===== src/hw/trig_cfg_pkg.sv =====
// ################################################
// configuration widths, limits and trigger modes
// all settings are one cnt_w word and must stay
// steady while trig_en is high
// ################################################
package trig_cfg_pkg;

    // width of cycle, num, delay, width and of the internal counters
    localparam int unsigned cnt_w = 16;

    // shortest pulse period, smaller cycle settings are raised to this
    localparam logic [cnt_w-1:0] min_cycle = cnt_w'(2);

    // trigger mode codes
    // the unused fourth code keeps the generator idle
    typedef enum logic [1:0] {
        mode_start_stop = 2'd0, // primary rise starts, secondary rise stops
        mode_burst      = 2'd1, // primary rise starts num pulses
        mode_gate       = 2'd2  // primary high level gates the run
    } trig_mode_e;

endpackage


===== src/hw/trig_ctrl_pkg.sv =====
// ################################################
// run control definitions shared by the filters,
// the state machine and the timer
// ################################################
package trig_ctrl_pkg;

    // flops in each input synchronizer, at least 2
    localparam int unsigned sync_depth = 2;

    // run state, the fourth code is never entered
    typedef enum logic [1:0] {
        st_idle  = 2'd0, // waiting for a start event
        st_delay = 2'd1, // counting the start delay
        st_run   = 2'd2  // issuing trigger pulses
    } run_state_e;

endpackage


===== src/hw/input_filter.sv =====
// ################################################
// one asynchronous level input: synchronizer,
// minimum width filter and edge pulses
// edge pulse comes width + 3 clocks after a change
// ################################################
module input_filter
    import trig_cfg_pkg::*, trig_ctrl_pkg::*;
(
    input  logic             clk,
    input  logic             rst,
    input  logic             trig_en,
    input  logic [cnt_w-1:0] width,
    input  logic             din,
    output logic             rise,
    output logic             fall
);

    logic [sync_depth-1:0] sync;
    logic                  din_s;      // synchronized input
    logic [cnt_w-1:0]      width_eff;
    logic [cnt_w-1:0]      stable_cnt; // cycles the input has differed from level
    logic                  level;      // filtered level
    logic                  level_d;
    logic                  differ;
    logic                  settle;

    assign din_s     = sync[sync_depth-1];
    assign width_eff = (width == '0) ? cnt_w'(1) : width; // 0 behaves as 1
    assign differ    = (din_s != level);
    assign settle    = differ && (stable_cnt == width_eff - 1'b1);

    always_ff @(posedge clk or posedge rst) begin
        if (rst) begin
            sync <= '0;
        end else begin
            sync <= {sync[sync_depth-2:0], din};
        end
    end

    // level follows the input only after width stable cycles
    always_ff @(posedge clk or posedge rst) begin
        if (rst) begin
            stable_cnt <= '0;
            level      <= 1'b0;
        end else if (!trig_en) begin
            stable_cnt <= '0;
            level      <= 1'b0;
        end else if (settle) begin
            stable_cnt <= '0;
            level      <= din_s;
        end else if (differ) begin
            stable_cnt <= stable_cnt + 1'b1;
        end else begin
            stable_cnt <= '0;   // glitch ended early, start over
        end
    end

    // edge pulses one cycle after the level changes
    always_ff @(posedge clk or posedge rst) begin
        if (rst) begin
            level_d <= 1'b0;
            rise    <= 1'b0;
            fall    <= 1'b0;
        end else if (!trig_en) begin
            level_d <= 1'b0;
            rise    <= 1'b0;
            fall    <= 1'b0;
        end else begin
            level_d <= level;
            rise    <= level & ~level_d;
            fall    <= ~level & level_d;
        end
    end

endmodule


===== src/hw/trig_fsm.sv =====
// ################################################
// run state machine: picks start and stop events
// from mode and src_sel, src_sel = 1 makes in_b
// the primary input; the fourth mode code stays idle
// ################################################
module trig_fsm
    import trig_cfg_pkg::*, trig_ctrl_pkg::*;
(
    input  logic             clk,
    input  logic             rst,
    input  logic             trig_en,
    input  trig_mode_e       mode,
    input  logic             src_sel,
    input  logic [cnt_w-1:0] num,
    input  logic             a_rise,
    input  logic             a_fall,
    input  logic             b_rise,
    input  logic             b_fall,
    input  logic             delay_done,
    input  logic [cnt_w-1:0] pulse_cnt,
    output run_state_e       state
);

    logic             pri_rise;
    logic             pri_fall;
    logic             sec_rise;
    logic [cnt_w-1:0] num_eff;
    logic             start_ev;
    logic             stop_ev;
    logic             abort_ev; // gate closed before the delay ran out
    run_state_e       state_nxt;

    // primary and secondary input by src_sel
    assign pri_rise = src_sel ? b_rise : a_rise;
    assign pri_fall = src_sel ? b_fall : a_fall;
    assign sec_rise = src_sel ? a_rise : b_rise;

    assign num_eff = (num == '0) ? cnt_w'(1) : num;

    always_comb begin
        start_ev = 1'b0;
        stop_ev  = 1'b0;
        abort_ev = 1'b0;
        case (mode)
            mode_start_stop: begin
                start_ev = pri_rise;
                stop_ev  = sec_rise;
            end
            mode_burst: begin
                start_ev = pri_rise;
                stop_ev  = (pulse_cnt == num_eff); // seen the cycle after the last pulse
            end
            mode_gate: begin
                start_ev = pri_rise;
                stop_ev  = pri_fall;
                abort_ev = pri_fall;
            end
            default: begin
                start_ev = 1'b0; // idle code
            end
        endcase
    end

    always_comb begin
        state_nxt = state;
        if (!trig_en) begin
            state_nxt = st_idle;
        end else begin
            case (state)
                st_idle: begin
                    if (start_ev) begin
                        state_nxt = st_delay;
                    end
                end
                st_delay: begin
                    if (abort_ev) begin
                        state_nxt = st_idle;
                    end else if (delay_done) begin
                        state_nxt = st_run;
                    end
                end
                st_run: begin
                    if (stop_ev) begin
                        state_nxt = st_idle;
                    end
                end
                default: state_nxt = st_idle;
            endcase
        end
    end

    always_ff @(posedge clk or posedge rst) begin
        if (rst) begin
            state <= st_idle;
        end else begin
            state <= state_nxt;
        end
    end

endmodule


===== src/hw/trig_timer.sv =====
// ################################################
// start delay and pulse period counter, trigger
// output and pulse count; periods below min_cycle
// are raised to min_cycle
// ################################################
module trig_timer
    import trig_cfg_pkg::*, trig_ctrl_pkg::*;
(
    input  logic             clk,
    input  logic             rst,
    input  run_state_e       state,
    input  logic [cnt_w-1:0] delay,
    input  logic [cnt_w-1:0] cycle,
    output logic             delay_done,
    output logic [cnt_w-1:0] pulse_cnt,
    output logic             trig
);

    run_state_e       state_q;
    logic [cnt_w-1:0] cnt;       // delay count, then period count
    logic [cnt_w-1:0] cnt_now;
    logic [cnt_w-1:0] period;
    logic             period_end;
    logic             trig_q;

    assign period = (cycle < min_cycle) ? min_cycle : cycle;

    // count restarts from zero in the first cycle of every state
    assign cnt_now    = (state != state_q) ? '0 : cnt;
    assign delay_done = (state == st_delay) && (cnt_now == delay);
    assign period_end = (cnt_now == period - 1'b1);

    always_ff @(posedge clk or posedge rst) begin
        if (rst) begin
            state_q <= st_idle;
            cnt     <= '0;
        end else begin
            state_q <= state;
            case (state)
                st_delay: cnt <= cnt_now + 1'b1;
                st_run:   cnt <= period_end ? '0 : cnt_now + 1'b1;
                default:  cnt <= '0;
            endcase
        end
    end

    // pulse one cycle ahead: into the first run cycle, then each period
    always_ff @(posedge clk or posedge rst) begin
        if (rst) begin
            trig_q <= 1'b0;
        end else begin
            trig_q <= delay_done || ((state == st_run) && period_end);
        end
    end

    // a pulse prepared just before the run ended is dropped
    assign trig = trig_q && (state == st_run);

    always_ff @(posedge clk or posedge rst) begin
        if (rst) begin
            pulse_cnt <= '0;
        end else if (state == st_idle) begin
            pulse_cnt <= '0;
        end else if (trig) begin
            pulse_cnt <= pulse_cnt + 1'b1;
        end
    end

endmodule


===== src/hw/trig_top.sv =====
// ################################################
// trigger generator top: two input filters, run
// state machine and timer; first pulse comes
// width + delay + 5 clocks after the start change
// ################################################
module trig_top
    import trig_cfg_pkg::*, trig_ctrl_pkg::*;
(
    input  logic             clk,
    input  logic             rst,
    input  logic             trig_en,
    input  trig_mode_e       mode,
    input  logic             src_sel,
    input  logic [cnt_w-1:0] cycle,
    input  logic [cnt_w-1:0] num,
    input  logic [cnt_w-1:0] delay,
    input  logic [cnt_w-1:0] width,
    input  logic             in_a,
    input  logic             in_b,
    output logic             trig
);

    logic             a_rise;
    logic             a_fall;
    logic             b_rise;
    logic             b_fall;
    logic             delay_done;
    logic [cnt_w-1:0] pulse_cnt;
    run_state_e       state;

    input_filter i_filt_a (
        .clk     (clk),
        .rst     (rst),
        .trig_en (trig_en),
        .width   (width),
        .din     (in_a),
        .rise    (a_rise),
        .fall    (a_fall)
    );

    input_filter i_filt_b (
        .clk     (clk),
        .rst     (rst),
        .trig_en (trig_en),
        .width   (width),
        .din     (in_b),
        .rise    (b_rise),
        .fall    (b_fall)
    );

    trig_fsm i_fsm (
        .clk        (clk),
        .rst        (rst),
        .trig_en    (trig_en),
        .mode       (mode),
        .src_sel    (src_sel),
        .num        (num),
        .a_rise     (a_rise),
        .a_fall     (a_fall),
        .b_rise     (b_rise),
        .b_fall     (b_fall),
        .delay_done (delay_done),
        .pulse_cnt  (pulse_cnt),
        .state      (state)
    );

    trig_timer i_timer (
        .clk        (clk),
        .rst        (rst),
        .state      (state),
        .delay      (delay),
        .cycle      (cycle),
        .delay_done (delay_done),
        .pulse_cnt  (pulse_cnt),
        .trig       (trig)
    );

endmodule


===== config.mk =====
export PLATFORM = sky130hd
export DESIGN_NAME = trig_top
export DESIGN_NICKNAME = d
export VERILOG_FILES = /design/src/hw/trig_cfg_pkg.sv /design/src/hw/trig_ctrl_pkg.sv /design/src/hw/input_filter.sv /design/src/hw/trig_fsm.sv /design/src/hw/trig_timer.sv /design/src/hw/trig_top.sv
export SDC_FILE = /design/constraint.sdc
export NUM_CORES = 1
export LEC_CHECK = 0
export BUFFER_PORTS_ARGS = -buffer_cell sky130_fd_sc_hd__buf_4
export CAP_MARGIN = 30
export CORE_AREA = 2 2 122 124
export CTS_CLUSTER_DIAMETER = 100
export DETAILED_ROUTE_END_ITERATION = 8
export DIE_AREA = 0 0 124 126
export SLEW_MARGIN = 20
export SYNTH_ARGS = -nofsm -noshare
export SYNTH_HDL_FRONTEND = slang
export SYNTH_HIERARCHICAL = 1
export SYNTH_SLANG_ARGS = --single-unit

===== constraint.sdc =====
create_clock -name clk -period 3.6 [get_ports clk]
set_clock_uncertainty 0.05 [all_clocks]
set_input_delay 1.08 -clock clk [delete_from_list [all_inputs] [get_ports clk]]
set_output_delay 1.08 -clock clk [all_outputs]
set_load 0.1 [all_outputs]

==> qor.csv <==
metric,value,unit
clkTransAtPathRegs,0.06,ns
synth_cells,719,
routedWlPerCell,16.4,µm
drt-vias-per-instance,5.67,
synth_edf_count,0,
clock_sinks,81,
routabilityCongestion,0.857,
synth_top_area_share,32.0,%
die_h,126,µm
cts_root_buffer,clkbuf_16,
wl,17400,µm
drive_gt1_share,30.4,%
ys_types,82,
dp.final_hpwl,13200,µm
port_buffers,72,
yosysSeqAreaShare,32.0,%
fin_area,0.00834,mm²
grt_overflow,0,
final_common_cell,buf_4,
start_util,44.3,%
drtPass1Iterations,5,
yosysTopAreaCell,dfrtp_1,
fillCellCount,1293,
setup_violations,33,
place_area,0.00782,mm²
violations,setup timing,
max-vdd-ir-drop,0.171,mV
clk_latency,0.34,ns
p_per_area,253,mW/mm²
rows,44,
place_worst_setup_slack,-1.10,ns
setup.worst_path.class,input pin to flip-flop,
grt_max_degree,36,
power.leakage,3.31,nW
crit_arrival,4.28,ns
final_cell_mix,"153 x buf_4, 81 x dfrtp_1, 69 x xnor2_1, 68 x nor2_1, 65 x xor2_1",
rsz0062_at_grt,true,
syn2layout_area_growth,31.5,%
ys_ff_latch,81,
core_area,0.0143,mm²
cts_tree,done,
holdWs,0.300,ns
worstMarginPinSlew,0.842,ns
slew_violations,0,
hold_violations,0,
fin_ws,-0.539,ns
endpoint_kind,flip-flop,
path_max_fanout,8,
fin_nets,955,
diodes,0,
grt_antenna_before_repair,0,
grt.total_usage,23.2,%
yosysWarnings,6,
relSlewSlack,43.8,%
first_global_vias,6072,
synth-main-ff-cell,dfrtp_1,
ctsHoldBuffers,0,
period_needed,4.14,ns
final_antenna_net_count,0,
async_reset_ff_share,100,%
dieWidth,124,µm
io_pins,73,
fmax,242,MHz
clock_path_buffers,2,
h-tree-depth,3,
cap_violations,0,
cp.required,3.74,ns
design.die.area,0.0156,mm²
startpoint_type,input pin,
period_share,115,%
hold_path.class,flip-flop to flip-flop,
synth_nets,801,
grt_first_pass_wirelength,29000,µm
cts_inserted_buffers,9,
p_total,2.11,mW
avgSynthCellArea,8.82,µm²
syn-cell-area,0.00634,mm²
status,finished with violations,
first_iter_violations,462,
vias,6014,
synthTopCellsByArea,"dfrtp_1 32%, xnor2_1 9.7%, xor2_1 9.0%",
route.detailed.drc,0,
## final cells by class
type                            count  area (µm²)  area share (%)
Clock buffer                       10         229            2.75
Clock inverter                      5        31.3           0.375
Inverter                           24        90.1            1.08
Multi-Input combinational cell    590        4380            52.6
Sequential cell                    81        2030            24.3
Tap cell                          184         230            2.76
Timing Repair Buffer              167        1350            16.2
## registers in the layout (all words and copies together) (netlist names)
signal               cells
i_filt_a/rise            1
i_timer/pulse_cnt       16
i_filt_a/sync            2
i_fsm/state              2
i_filt_b/rise            1
i_filt_a/level           1
i_filt_b/sync            2
i_timer/trig_q           1
i_filt_a/level_d         1
i_filt_b/fall            1
i_filt_b/stable_cnt     16
i_filt_b/level           1
i_timer/cnt             16
i_filt_b/level_d         1
i_filt_a/stable_cnt     16
i_timer/state_q          2
i_filt_a/fall            1
## cell usage after synthesis (3+ instances only)
cell and instances:
a2111oi_0 3, a2111oi_2 3, a21oi_1 11, a31oi_1 10, a41oi_1 3, and2_1 5, and3_1 18, buf_2 4
clkbuf_1 14, dfrtp_1 81, ha_1 10, inv_1 24, mux2i_1 10, nand2_1 51, nand2b_1 4, nand3_1 47
nand4_1 22, nor2_1 69, nor2_2 10, nor2b_1 3, nor3_1 40, nor3b_1 7, nor3b_2 3, nor4_1 20
nor4_2 6, nor4bb_1 6, o211ai_2 3, o21ai_0 12, o31a_1 3, o32ai_1 7, or2_2 3, or3_1 8
or4_1 4, xnor2_1 70, xor2_1 65
## final timing paths
kind	slack, ns	from	depth (start not counted)	end
min in group asynchronous	0.56	rst	2	i_fsm/state[0]
worst max register to register	0.57	i_fsm/state[1]	10	i_timer/cnt[6]
worst max-delay path	-0.54	cycle[8]	15	i_timer/cnt[6]
worst min-delay path	0.30	i_filt_a/sync[0]	0	i_filt_a/sync[1]
max in group asynchronous	2.09	rst	2	i_filt_b/stable_cnt[11]
worst min register to register	0.30	i_filt_a/sync[0]	0	i_filt_a/sync[1]
## cells by family after synthesis
logic type / synth area share (%)
simple gates: 31.0
compound gates: 10.8
mux: 1.99
flops: 32.0
fa+ha+maj: 1.97
xor+xnor: 18.7
buf+inv: 3.61
## metal layers
layer	track usage, %	wire [µm]	up-vias
met5	0	0	-
met4	9.12	431	0
met3	4.12	866	32
met2	38.9	8460	165
met1	29.5	7630	2903
li1	-	-	2914
## critical path: stages
cell and delay (ns):
buf_6 0.10, or3_4 0.37, or3_4 0.35, nor4b_4 0.27, nand2b_4 0.19, ha_4 0.13
nor3b_4 0.20, xnor2_2 0.10, or4b_4 0.49, a21oi_2 0.13, o21ai_1 0.07, a2111oi_2 0.25
and4b_2 0.32, buf_6 0.15, nor3_1 0.06
## metrics by stage
step / TNS (ns) / cells / util (%)
detailed placement: -30.43 / 1037 / 54.7
global placement: -27.43 / 1037 / 54.7
global route: -12.79 / 1061 / 58.3
CTS: -8.35 / 1058 / 57.6
finish: -8.79 / 1061 / 58.3
floorplan: -18.85 / 719 / -
## power by group
part	leakage, nW	internal, mW	switching (mW)	total (mW)
combinational	2.06	0.182	0.179	0.362
clock	0.128	0.462	0.369	0.831
sequential	1.12	0.915	0.00487	0.920
total	3.31	1.56	0.553	2.11
## repair_timing
item	in CTS	in global routing
hold endpoints to repair	0	0
endpoints found under the setup margin	30	51
cloned	1	0
pin swaps	11	11
setup buffers	5	4
gates resized for setup	20	16
Power figures use the tool's default switching activity.
